`src/dcache_pkg.sv`:
```
package dcache_pkg;

    typedef logic [23:0] addr_t;
    typedef logic [15:0] word_t;
    typedef logic [1:0]  sel_t;
    typedef logic [15:0] tag_t;
    typedef logic [5:0]  idx_t;
    typedef logic [1:0]  off_t;
    typedef logic [63:0] line_t; // Word 0 sits in bits 15:0

    typedef struct packed {
        tag_t  tag;
        line_t line;
        logic  dirty;
        logic  valid;
    } entry_t;

    typedef struct packed {
        addr_t addr;
        word_t wdata;
        sel_t  sel;
        logic  we;
        logic  cache_en;
    } cpu_req_t;

    typedef enum logic [2:0] {
        S_IDLE,
        S_LOOKUP,
        S_FILL,
        S_EVICT,
        S_MERGE_WAIT,
        S_MERGE,
        S_UNCACHED
    } state_t;

    function automatic tag_t addr_tag(addr_t a);
        return a[23:8];
    endfunction

    function automatic idx_t addr_idx(addr_t a);
        return a[7:2];
    endfunction

    function automatic off_t addr_off(addr_t a);
        return a[1:0];
    endfunction

    function automatic word_t line_word(line_t l, off_t o);
        return l[{o, 4'b0000} +: 16];
    endfunction

endpackage

```
`src/dcache_beat_cnt.sv`:
```
`timescale 1ns/100ps

module dcache_beat_cnt (
    input  logic             i_clk,
    input  logic             i_rst,
    input  logic             i_load,
    input  dcache_pkg::off_t i_start,
    input  logic             i_single,
    input  logic             i_active,
    input  logic             i_wb_ack,
    output dcache_pkg::off_t o_beat,
    output logic            o_xfer_end
);

    dcache_pkg::off_t beat_q;
    logic             beat_done;

    // A beat completes when cyc, stb and ack are all high
    assign beat_done = i_active & i_wb_ack;

    always_ff @(posedge i_clk) begin
        if (i_rst) begin
            beat_q <= '0;
        end else if (i_load) begin
            beat_q <= i_start;
        end else if (beat_done) begin
            beat_q <= beat_q + 1'b1; // Wraps to 0 after the fourth beat
        end
    end

    assign o_beat = beat_q;

    // Single transfers end on their only beat, bursts on word offset 3
    assign o_xfer_end = beat_done & (i_single | (&beat_q));

endmodule

```
`config.mk`:
```
export PLATFORM = sky130hd
export DESIGN_NAME = dcache_beat_cnt
export DESIGN_NICKNAME = d
export VERILOG_FILES = /design/src/dcache_pkg.sv /design/src/dcache_beat_cnt.sv
export SDC_FILE = /design/constraint.sdc
export NUM_CORES = 1
export LEC_CHECK = 0
export BUFFER_PORTS_ARGS = -buffer_cell sky130_fd_sc_hd__buf_2
export CAP_MARGIN = 20
export CELL_PAD_IN_SITES_DETAIL_PLACEMENT = 1
export CELL_PAD_IN_SITES_GLOBAL_PLACEMENT = 2
export CORE_AREA = 4 4 41 43
export CTS_CLUSTER_DIAMETER = 30
export CTS_CLUSTER_SIZE = 20
export DETAILED_ROUTE_END_ITERATION = 10
export DIE_AREA = 0 0 45 47
export PLACE_DENSITY = 0.44
export SYNTH_ARGS = -nofsm -noshare
export SYNTH_HDL_FRONTEND = slang
export SYNTH_SLANG_ARGS = --single-unit
```
`constraint.sdc`:
```
create_clock -name i_clk -period 2.05 [get_ports i_clk]
set_input_delay 0.205 -clock i_clk [delete_from_list [all_inputs] [get_ports i_clk]]
set_output_delay 0.205 -clock i_clk [all_outputs]
set_load 0.005 [all_outputs]
```
Word level (Yosys, flattened, before mapping)
Index checks and enable logic that the tools add are counted.
Widths: inputs -> output; s select.

word-level totals
  register bits = 2
  latch bits = 0
  RAM bits = 0
  memory bits (read-only) = 0
  input port bits = 8
  logic and storage cells = 9
  memories = 0

cells by class
  add/sub/neg operators = 1
  multiply operators = 0
  div/mod/pow operators = 0
  $lt $le $gt $ge = 0
  equality and inequality tests = 0
  shifts and indexed selects = 0
  muxes and demuxes = 2
  bitwise operators = 3
  reductions and logical operators = 2

operator list
  operator             count
  $mux 2               2
  $add 2x1->2 const B  1
  $and 1x1->1          2
  $reduce_and 2->1     1
  $reduce_bool 2->1    1
  $or 1x1->1           1

Logic depth before layout (Yosys ltp)
  depth in word-level cells = 3
  gate-level depth with buffers = 3

Worst setup path before layout
No wires, ideal clock.

  path type = register to register
  start point = reg beat_q[0], in the netlist o_beat[0]
  end point = reg beat_q[1], in the netlist o_beat[1]
  data arrival time = 0.988 ns
  data required time = 1.936 ns
  setup slack = 0.948 ns
  stages on the path, launching flop included = 4
  buffers on the path = 0
  clock period less this slack = 1.102 ns
  path through = dfxtp_1 -> ha_1 -> and4bb_1 -> a2111oi_0

on the way
  cells in the longest elaborated chain, start to end = 3

ends and longest elaborated chain
  element                   line                   source
  start: declaration        dcache_beat_cnt.sv:15  dcache_pkg::off_t beat_q;
  start signal: assignment  dcache_beat_cnt.sv:25  beat_q <= i_start;
  start signal: assignment  dcache_beat_cnt.sv:27  beat_q <= beat_q + 1'b1;
  $add 2x1->2               dcache_beat_cnt.sv:27
  $mux 2                    dcache_beat_cnt.sv:26  end else if (beat_done) begin
  $mux 2                    dcache_beat_cnt.sv:24  end else if (i_load) begin

Every way passes these cells. The select of a mux whose other input is x is not followed.
A chain may end at the register's enable or synchronous reset.

Final worst setup path
  start point = reg beat_q[0], in the netlist o_beat[0]
  end point = out o_xfer_end

on the way
  cells in the longest elaborated chain, start to end = 3

ends and longest elaborated chain
  element           line                   source
  $reduce_and 2->1  dcache_beat_cnt.sv:34  assign o_xfer_end = beat_done & (i_single | (&beat_q));
  $or 1x1->1        dcache_beat_cnt.sv:34
  $and 1x1->1       dcache_beat_cnt.sv:34
  end: declaration  dcache_beat_cnt.sv:12  output logic o_xfer_end

Every way passes these cells.

==> impl_metrics.ini <==
[sta]
tightest_slew_ps = 381
rsz0062_at_grt = no
fin_crit_sh_pct = 62.5
slew_headroom_pct = 74.0
finalMaxSlewViolations = 0
max_freq_mhz = 781
timing.final.ws_setup_ps = 770
finalHoldViolCount = 0
tns_ps = 0
timing.hold.ws_ps = 167
setup_viol = 0
clock_skew_ps = 0.570
period_needed_ps = 1280

[clocking]
cts.root.buffer_cell = clkbuf_4
clkSinkCount = 2
htreeDepth = 1
ctsResizeCount = 0
holdBufCountCts = 0
cts_buffer_depth = 2
clkSlewWorstSetupHoldPaths_ps = 30
post-cts-setup-buffers = 0
cts_tree = done
cts_buffers = 3
clk_latency_ps = 220

[route]
first_iter_violations = 0
wl_per_cell_um = 10.5
drtPass1Iterations = 1
drc = 0
vias_per_cell = 3.88
vias = 155
drtAntennaViolNets = 0
postRouteWirelength_um = 421

[pwr]
p_int_uw = 120
p_comb_share_pct = 15.3
switchingPower_uw = 33.6
pwr-share-seq_pct = 29.8
p_leak_nw = 0.121
pwr-share-clk_pct = 54.9
power_density_nw_per_um2 = 707
p_sw_share_pct = 21.8
vdd_drop_max_mv = 0.174

[critical_path]
cp.required_ps = 1850
startpoint_type = flop
cp-end-kind = primary output
crit_type = flop to primary output
arrival_ps = 1080
cp_max_fo = 4

[layout]
nets = 36
drive_gt1_share_pct = 52.0
final_cell_mix = buf_2 (10), clkbuf_4 (3), inv_1 (2), a211oi_1 (2), dfxtp_1 (2)
mostFrequentLayoutCell = buf_2
area_growth_pct = 72.3
antenna-diode-count = 0
largest_reg_flops = 2

[floorplan]
die_w_um = 45
core-area_um2 = 1300
io_pins = 11
dieArea_um2 = 2120
rows = 13
initial_core_util_pct = 9.71
die_y_um = 47

[global_routing]
grt_usage_pct = 5.28
antenna_found_initial = 0
grt_pass1_vias = 181
gr-total-overflow = 0
grt_start_max_net_pins = 7
grt_pass1_wl_um = 731

[yosys]
syn-instance-count = 12
ys_types = 9
ys_warn_count = 0
synth_area_per_cell_um2 = 10.5
ys_ff_latch = 2
syn-cell-area_um2 = 126
seq_area_frac_synth_pct = 31.7
synth.net_count = 21

[run]
cap_viol_max_count = 0

[status]
status = complete, no violations

[hold_path]
hp-class = primary input to flop

[placement]
io_buffers = 10
dp_slack_ps = 779
gp_congestion = 0.684
[cell families (layout without fill, tap and decap cells)]
family	after synthesis	count (layout)	share of synthesized area [%]
simple gates	2	2	17.8
flops	2	2	31.7
buf+inv	2	15	5.94
compound gates	5	5	34.7
fa+ha+maj	1	1	9.90
[synthesized netlist by cell type]
cell,number,area [um^2]
a211oi_1,2,15.0
dfxtp_1,2,40.0
inv_1,2,7.51
a2111oi_0,1,8.76
a2111oi_1,1,10.0
and4b_1,1,10.0
and4bb_1,1,12.5
ha_1,1,12.5
o211a_1,1,10.0
[per-stage QoR]
stage	power, mW	instance area, um^2	util (%)	cells
2_1_floorplan	0.0543	126	-	12
3_3_place_gp	0.0703	195	15.0	37
3_5_place_dp	0.0706	195	15.0	37
4_1_cts	0.162	218	16.7	40
5_1_grt	0.165	218	16.7	40
6_report	0.154	218	16.7	40
[power by group through the flow]
stage	combinational, mW	clock, mW	sequential [mW]
floorplan	0.00847	0	0.0458
global placement	0.0246	0	0.0457
detailed placement	0.0244	0	0.0462
CTS	0.0245	0.0913	0.0458
global route	0.0275	0.0916	0.0462
finish	0.0235	0.0845	0.0458
[worst max-delay path, cell delays in order, from the launching register on]
cell,delay (ps)
dfxtp_1,320
ha_1,200
o211a_1,210
buf_2,120
[layout make-up]
class / instances / area (um^2)
clock buffer: 3 / 22.5
fill: 165 / 1080
inverter: 2 / 7.51
multi-input combinational: 8 / 78.8
sequential: 2 / 40.0
tap: 15 / 18.8
timing repair buffer: 10 / 50.0
[final timing paths]
kind / startpoint / endpoint / slack (ps) / depth (start not counted)
worst max register to register: o_beat[1] / o_beat[1] / 820 / 3
worst min register to register: o_beat[1] / o_beat[1] / 630 / 2
worst max-delay path: o_beat[0] / o_xfer_end / 770 / 3
worst min-delay path: i_rst / o_beat[0] / 170 / 2
[routing by layer]
layer | up-vias | global-route usage [%] | wire length (um)
met2 | 6 | 7.91 | 218
met3 | 0 | 2.30 | 46
li1 | 78 | - | -
met4 | 0 | 8.77 | 0
met1 | 71 | 4.06 | 156
met5 | - | 0 | 0
Note: power is estimated with default switching activity, not from simulation.
