`config.mk`:
```
export PLATFORM = sky130hd
export DESIGN_NAME = dcache_ctrl
export DESIGN_NICKNAME = d
export VERILOG_FILES = /design/src/dcache_pkg.sv /design/src/dcache_ctrl.sv
export SDC_FILE = /design/constraint.sdc
export NUM_CORES = 1
export LEC_CHECK = 0
export ABC_AREA = 1
export BUFFER_PORTS_ARGS = -buffer_cell sky130_fd_sc_hd__buf_2
export CAP_MARGIN = 15
export CELL_PAD_IN_SITES_DETAIL_PLACEMENT = 1
export CELL_PAD_IN_SITES_GLOBAL_PLACEMENT = 1
export CORE_ASPECT_RATIO = 0.9
export CORE_UTILIZATION = 20
export DETAILED_ROUTE_END_ITERATION = 10
export GPL_TIMING_DRIVEN = 0
export PLACE_DENSITY_LB_ADDON = 0.1
export SKIP_LAST_GASP = 1
export SLEW_MARGIN = 20
export SYNTH_ARGS = -nofsm -noshare
export SYNTH_HDL_FRONTEND = slang
export SYNTH_SLANG_ARGS = --single-unit
```
`constraint.sdc`:
```
create_clock -name i_clk -period 3.7 [get_ports i_clk]
set_clock_uncertainty 0.1 [all_clocks]
set_input_delay 0.37 -clock i_clk [delete_from_list [all_inputs] [get_ports i_clk]]
set_output_delay 0.37 -clock i_clk [all_outputs]
set_load 0.03 [all_outputs]
```
`src/dcache_pkg.sv`:
```
package dcache_pkg;

    typedef logic [23:0] addr_t;
    typedef logic [15:0] word_t;
    typedef logic [1:0]  sel_t;
    typedef logic [15:0] tag_t;
    typedef logic [5:0]  idx_t;
    typedef logic [1:0]  off_t;
    typedef logic [63:0] line_t; // Word 0 sits in bits 15:0

    typedef struct packed {
        tag_t  tag;
        line_t line;
        logic  dirty;
        logic  valid;
    } entry_t;

    typedef struct packed {
        addr_t addr;
        word_t wdata;
        sel_t  sel;
        logic  we;
        logic  cache_en;
    } cpu_req_t;

    typedef enum logic [2:0] {
        S_IDLE,
        S_LOOKUP,
        S_FILL,
        S_EVICT,
        S_MERGE_WAIT,
        S_MERGE,
        S_UNCACHED
    } state_t;

    function automatic tag_t addr_tag(addr_t a);
        return a[23:8];
    endfunction

    function automatic idx_t addr_idx(addr_t a);
        return a[7:2];
    endfunction

    function automatic off_t addr_off(addr_t a);
        return a[1:0];
    endfunction

    function automatic word_t line_word(line_t l, off_t o);
        return l[{o, 4'b0000} +: 16];
    endfunction

endpackage

```
`src/dcache_ctrl.sv`:
```
`timescale 1ns/100ps

module dcache_ctrl #(
    parameter dcache_pkg::addr_t P_FIRST_PAGE = 24'h000800
) (
    input  logic                 i_clk,
    input  logic                 i_rst,
    input  dcache_pkg::cpu_req_t i_req,
    input  logic                 i_mem_req,
    input  logic                 i_hit,
    input  logic                 i_all_dirty,
    input  logic                 i_xfer_end,
    output logic                 o_mem_ack,
    output logic                 o_mem_exception,
    output logic                 o_wb_cyc,
    output logic                 o_wb_stb,
    output logic                 o_wb_we,
    output logic                 o_cnt_load,
    output dcache_pkg::off_t     o_cnt_start,
    output logic                 o_fill_we,
    output logic                 o_merge_we,
    output logic                 o_pick_way,
    output logic                 o_evict_sel,
    output logic                 o_fill_done
);

    dcache_pkg::state_t state_q;
    logic               illegal;
    logic               start_req;
    logic               fill_end;

    assign illegal   = i_req.addr < P_FIRST_PAGE;
    assign start_req = (state_q == dcache_pkg::S_IDLE) && i_mem_req && !illegal;
    assign fill_end  = (state_q == dcache_pkg::S_FILL) && i_xfer_end;

    always_ff @(posedge i_clk) begin
        if (i_rst) begin
            state_q  <= dcache_pkg::S_IDLE;
            o_wb_cyc <= 1'b0;
            o_wb_stb <= 1'b0;
            o_wb_we  <= 1'b0;
        end else begin
            case (state_q)
                dcache_pkg::S_IDLE: begin
                    if (start_req && i_req.cache_en) begin
                        state_q <= dcache_pkg::S_LOOKUP;
                    end else if (start_req) begin
                        state_q  <= dcache_pkg::S_UNCACHED;
                        o_wb_cyc <= 1'b1;
                        o_wb_stb <= 1'b1;
                        o_wb_we  <= i_req.we;
                    end
                end
                dcache_pkg::S_LOOKUP: begin
                    if (i_hit) begin
                        state_q <= i_req.we ? dcache_pkg::S_MERGE : dcache_pkg::S_IDLE;
                    end else begin
                        // Write the victim back first when no clean or free way is left
                        state_q  <= i_all_dirty ? dcache_pkg::S_EVICT : dcache_pkg::S_FILL;
                        o_wb_cyc <= 1'b1;
                        o_wb_stb <= 1'b1;
                        o_wb_we  <= i_all_dirty;
                    end
                end
                dcache_pkg::S_EVICT: begin
                    if (i_xfer_end) begin
                        state_q <= dcache_pkg::S_FILL;
                        o_wb_we <= 1'b0; // cyc stays high across the turnaround
                    end
                end
                dcache_pkg::S_FILL: begin
                    if (i_xfer_end) begin
                        state_q  <= i_req.we ? dcache_pkg::S_MERGE_WAIT : dcache_pkg::S_IDLE;
                        o_wb_cyc <= 1'b0;
                        o_wb_stb <= 1'b0;
                    end
                end
                dcache_pkg::S_MERGE_WAIT: state_q <= dcache_pkg::S_MERGE; // RAM re-reads the fill
                dcache_pkg::S_MERGE:      state_q <= dcache_pkg::S_IDLE;
                dcache_pkg::S_UNCACHED: begin
                    if (i_xfer_end) begin
                        state_q  <= dcache_pkg::S_IDLE;
                        o_wb_cyc <= 1'b0;
                        o_wb_stb <= 1'b0;
                    end
                end
                default: state_q <= dcache_pkg::S_IDLE;
            endcase
        end
    end

    always_comb begin
        o_cnt_load  = 1'b0;
        o_cnt_start = '0;
        case (state_q)
            dcache_pkg::S_IDLE: begin
                if (start_req && !i_req.cache_en) begin
                    o_cnt_load  = 1'b1;
                    o_cnt_start = dcache_pkg::addr_off(i_req.addr);
                end
            end
            dcache_pkg::S_LOOKUP: o_cnt_load = !i_hit;
            dcache_pkg::S_EVICT:  o_cnt_load = i_xfer_end;
            default: ;
        endcase
    end

    assign o_mem_ack = ((state_q == dcache_pkg::S_LOOKUP) && i_hit && !i_req.we)
                     | (fill_end && !i_req.we)
                     | (state_q == dcache_pkg::S_MERGE)
                     | ((state_q == dcache_pkg::S_UNCACHED) && i_xfer_end);

    assign o_mem_exception = (state_q == dcache_pkg::S_IDLE) && i_mem_req && illegal;

    assign o_fill_we   = fill_end;
    assign o_fill_done = fill_end;
    assign o_merge_we  = state_q == dcache_pkg::S_MERGE;
    assign o_pick_way  = state_q == dcache_pkg::S_LOOKUP;
    assign o_evict_sel = state_q == dcache_pkg::S_EVICT;

endmodule

```
## Word level (Yosys, flattened, before mapping)

Cells that the tools add are included.

| word-level totals | value |
|---|---|
| output and inout port bits | 13 |
| word-level logic and storage cells | 65 |
| input port bits | 50 |
| bits in registers | 5 |

| operators by class | value |
|---|---|
| equality and inequality tests | 14 |
| $lt $le $gt $ge | 1 |
| muxes and demuxes | 23 |
| bitwise logic cells | 3 |
| reductions and logical operators | 21 |

Operators by type and width:

| operator | count |
|---|---|
| $lt A24 B12 Y1 const B | 1 |
| $mux W3 | 8 |
| $pmux W3 S6 | 1 |
| $ne A2 B2 Y1 const B | 6 |
| $logic_and A1 B1 Y1 | 10 |
| $reduce_and A5 Y1 | 2 |
| $eq A3 B3 Y1 const B | 3 |
| $mux W1 | 9 |
| $pmux W1 S3 | 3 |
| $eq A3 B2 Y1 const B | 2 |
| $reduce_bool A3 Y1 | 2 |
| $logic_not A1 Y1 | 4 |
| $mux W2 | 2 |
| $reduce_and A4 Y1 | 1 |
| $eq A3 B1 Y1 const B | 1 |
| $logic_not A3 Y1 | 1 |
| $ne A3 B2 Y1 const B | 1 |
| $or A1 B1 Y1 | 3 |
| $ne A2 B1 Y1 const B | 1 |
| $reduce_or A2 Y1 | 1 |

## Longest topological paths before layout

| depth | value |
|---|---|
| word-level depth | 6 |
| depth in mapped cells | 10 |
| depth with buffers taken out | 10 |

## Worst setup path after synthesis

OpenSTA, ideal clock, no wires.

| timing path | value |
|---|---|
| path kind | reg2out |
| from | register state_q[1] |
| to | output o_mem_ack |
| required time | 3230 ps |
| cell stages (with the launch flop) | 7 |
| slack | 1726 ps |
| buffers on the path | 0 |
| data arrival time | 1504 ps |
| path through | dfxtp_1 > inv_2 > nor2_1 > nand2_1 > nor2_1 > o21ai_0 > o31ai_1 |

| between the ends | value |
|---|---|
| cells in the longest elaborated chain, start to end | 6 |
| elaborated cells between the ends (all ways) | 12 |
| classes of those cells | eq/ne: 4; bitwise: 3; reduce/logical: 5 |

Ends and longest elaborated chain:

| item | line | source |
|---|---|---|
| from (decl) | dcache_ctrl.sv:27 | `dcache_pkg::state_t state_q;` |
| from (signal assigned) | dcache_ctrl.sv:38 | `state_q <= dcache_pkg::S_IDLE;` |
| from (signal assigned) | dcache_ctrl.sv:46 | `state_q <= dcache_pkg::S_LOOKUP;` |
| from (signal assigned) | dcache_ctrl.sv:48 | `state_q <= dcache_pkg::S_UNCACHED;` |
| $eq A3 B2 Y1 | dcache_ctrl.sv:34 | `assign fill_end = (state_q == dcache_pkg::S_FILL) && i_xfer_end;` |
| $logic_and A1 B1 Y1 | dcache_ctrl.sv:34 |  |
| net o_fill_done | dcache_ctrl.sv:24 | `output logic o_fill_done` |
| $logic_and A1 B1 Y1 | dcache_ctrl.sv:109 | `\| (fill_end && !i_req.we)` |
| $or A1 B1 Y1 | dcache_ctrl.sv:109 |  |
| $or A1 B1 Y1 | dcache_ctrl.sv:110 | `\| (state_q == dcache_pkg::S_MERGE)` |
| $or A1 B1 Y1 | dcache_ctrl.sv:111 | `\| ((state_q == dcache_pkg::S_UNCACHED) && i_xfer_end);` |
| to (decl) | dcache_ctrl.sv:13 | `output logic o_mem_ack,` |

The timed path passes the listed nets, and every way through them passes these cells.

## Worst setup path after layout

| timing path | value |
|---|---|
| from | register state_q[1] |
| to | output o_mem_ack |

| between the ends | value |
|---|---|
| cells in the longest elaborated chain, start to end | 6 |
| elaborated cells between the ends (all ways) | 12 |
| classes of those cells | eq/ne: 4; bitwise: 3; reduce/logical: 5 |

Ends and longest elaborated chain:

| item | line |
|---|---|
| $eq A3 B1 Y1 / $eq A3 B2 Y1 (equally long branches) | dcache_ctrl.sv:108, dcache_ctrl.sv:34 |
| $logic_and A1 B1 Y1, on equally long branches | dcache_ctrl.sv:108, dcache_ctrl.sv:34 |
| $logic_and A1 B1 Y1, on equally long branches | dcache_ctrl.sv:108, dcache_ctrl.sv:109 |
| $or A1 B1 Y1 | dcache_ctrl.sv:109 |
| $or A1 B1 Y1 | dcache_ctrl.sv:110 |
| $or A1 B1 Y1 (*) | dcache_ctrl.sv:111 |

Mark *: on every way between the ends. The rest lies on a longest branch, timed or not.

==> impl_metrics.ini <==
[placed_design]
gp_congestion = 0.7557
place_area_um2 = 750.7
post-dp-hpwl_mm = 1.453
port_buffers = 35

[worst_setup_path]
critPathSlowestCell = dfxtp_1
path_max_fanout = 4
critPathCaptureType = output pin
crit_type = flop to output pin
cp.required_ns = 3.23
cp.arrival_ns = 1.52
crit_top_cell = nor2_1
r2r-end = state_q[1]
path_buf_inv = 2
max_stage_delay_ns = 0.38
r2r-start = state_q[2]
path_cells = inv_2, nor2_1, nand2_1, nor2_1, o21ai_0, o31ai_1, buf_2
rrSetupSlack_ns = 2.27
critPathTopFamily = simple AND/OR/NAND/NOR gates
start_kind = flop
r2r_cells = 7

[power]
vdd_drop_max_v = 0.0002499
power_density_nw_per_um2 = 653.3
p_leak_nw = 0.4439

[die]
die_x_um = 56.80
start_util_pct = 21.54
die_y_um = 51.32
fp.coreArea_um2 = 2510
num_rows = 17
io_pins = 63
fp.dieArea_um2 = 2915

[cts]
cts_setup_buffers = 0
ctsHtreeMaxLevel = 1
clock_latency_ns = 0.24
clkTransAtPathRegs_ns = 0.04
tritoncts = done
cts.repair.resized = 0
clock-root-buffer = clkbuf_4
cts_buffer_depth = 2
cts.sinks = 5
cts_made_buffers = 3
hold_buffers = 0

[global_routing]
grt_pass1_wl_mm = 2.794
grt_overflow_total = 0
antenna_found_initial = 0
grtUsageTotal_pct = 12.52
grt_max_degree = 6
grt_pass1_vias = 688

[synthesis]
seq_area_frac_synth_pct = 18.52
yosys.area.top_type = dfxtp_1
synth-edff-count = 0
syn-instance-count = 87
synth.distinct_cells = 23
synth_top_area_share_pct = 18.52
synth_warnings = 0
synth_flop_cell = dfxtp_1
ys_seq_elements = 5
synth_area_leaders = dfxtp_1 (19%), nand2_1 (12%), nor2_1 (9.7%), inv_1 (9.0%), nand2_2 (5.8%)
async_reset_ff_share_pct = 0
synth.most_common_cell = nand2_1
synth_nets = 137
syn_area_um2 = 540.5
synth_area_per_cell_um2 = 6.213
synth_common_cells = nand2_1 (17), nor2_1 (14), inv_1 (13)

[timing]
fmax_mhz = 503.7
report.final.hold_viol_count = 0
post-route-min-period_ns = 1.985
fin_tns_setup_ns = 0
setup_viol = 0
tightest_slew_ns = 0.2961
slew_violations = 0
maxSlewHeadroom_pct = 80.05
finalCritPeriodShare_pct = 53.65
rsz0062_at_grt = no

[worst_hold_path]
whs_path_depth = 2
holdPathEnd = o_wb_we
hp-class = primary input to flop
worstHoldStart = i_rst

[detailed_routing]
wl_mm = 1.585
first_pass_iters = 7
wire_per_inst_um = 10.29
ant_nets = 0
drtIter0Drc = 12
via_count = 674
vias_per_cell = 4.377
drc = 4

[layout]
design_area_um2 = 777.0
nets = 177
drive_gt1_share_pct = 47.62
insertedDiodeCount = 0
syn_to_final_growth_pct = 43.75

[outcome]
outcome = finished, violations left
violations = design-rule violations

[flow_run]
drv_cap = 0
[cell usage in the layout, fill, tap and decap left out, types with 2 or more instances in the layout]
master	netlist	routed
buf_2	0	35
nand2_1	17	17
nor2_1	14	14
inv_1	13	13
nand2_2	5	5
a21oi_1	5	5
dfxtp_1	5	5
inv_2	4	4
nor2_2	3	3
o21ai_0	3	3
clkbuf_4	0	3
nor3_1	2	2
nand3_2	2	2
o21ai_1	2	2
buf_4	2	2
[area by class of cell]
class,instances,area (µm²)
Buffer,2,15.01
Sequential cell,5,100.1
Multi-Input combinational cell,63,361.6
Clock buffer,4,26.28
Inverter,17,63.81
Fill cell,341,1733
Timing Repair Buffer,35,175.2
Tap cell,28,35.03
[cells by family after synthesis]
family	after synthesis	share of synthesized area, %
simple gates	49	50.70
buf+inv	19	14.58
compound gates	14	16.20
flops	5	18.52
[per-stage QoR]
step / setup WS (ns) / instances / util, % / hold slack [ns] / total power, mW
floorplan: 1.726 / 87 / - / 0.3391 / 0.3651
global placement: 1.890 / 150 / 29.91 / 0.3730 / 0.4461
detailed placement: 1.889 / 150 / 29.91 / 0.3865 / 0.4522
CTS: 1.689 / 154 / 30.96 / 0.2116 / 0.5186
global route: 1.528 / 154 / 30.96 / 0.2180 / 0.5605
finish: 1.715 / 154 / 30.96 / 0.2221 / 0.5076
[worst register-to-register path, cell delays in order (launching register included)]
cell,delay (ns)
dfxtp_1,0.47
nor2_2,0.10
nand2_2,0.10
inv_2,0.06
a22oi_2,0.20
nand2_2,0.10
o21ai_1,0.14
inv_1,0.05
[layer usage]
layer | part of all wire, % | vias to the layer above | global-route usage, % | routed length [µm]
met3 | 6.9 | 0 | 3.544 | 109
li1 | - | 348 | - | -
met1 | 44 | 305 | 14.26 | 690
met2 | 50 | 21 | 22.82 | 785
met4 | 0 | 0 | 3.659 | 0
met5 | 0 | - | 0 | 0
[how the worst max path moves through the flow]
stage	startpoint	end	slack [ns]	cells after the start
floorplan	state_q[1]	o_mem_ack	1.73	6
global placement	i_req[43]	o_cnt_load	1.89	7
detailed placement	i_req[43]	o_cnt_load	1.89	7
CTS	state_q[1]	o_mem_ack	1.69	7
global route	state_q[1]	o_mem_ack	1.53	7
finish	state_q[1]	o_mem_ack	1.71	7
[where the power goes]
group          internal, mW  switching, mW  leakage [nW]  total [mW]
combinational         0.117          0.231         0.388       0.347
clock                0.0407         0.0206        0.0150      0.0613
sequential           0.0745         0.0246        0.0412      0.0991
total                 0.232          0.276         0.444       0.508
[state kept, by name, summed over array words and instances (netlist names)]
| name | count |
|---|---|
| o_wb_we | 1 |
| o_wb_stb | 1 |
| state_q | 3 |
No activity file was read; power rests on OpenSTA's default activity.
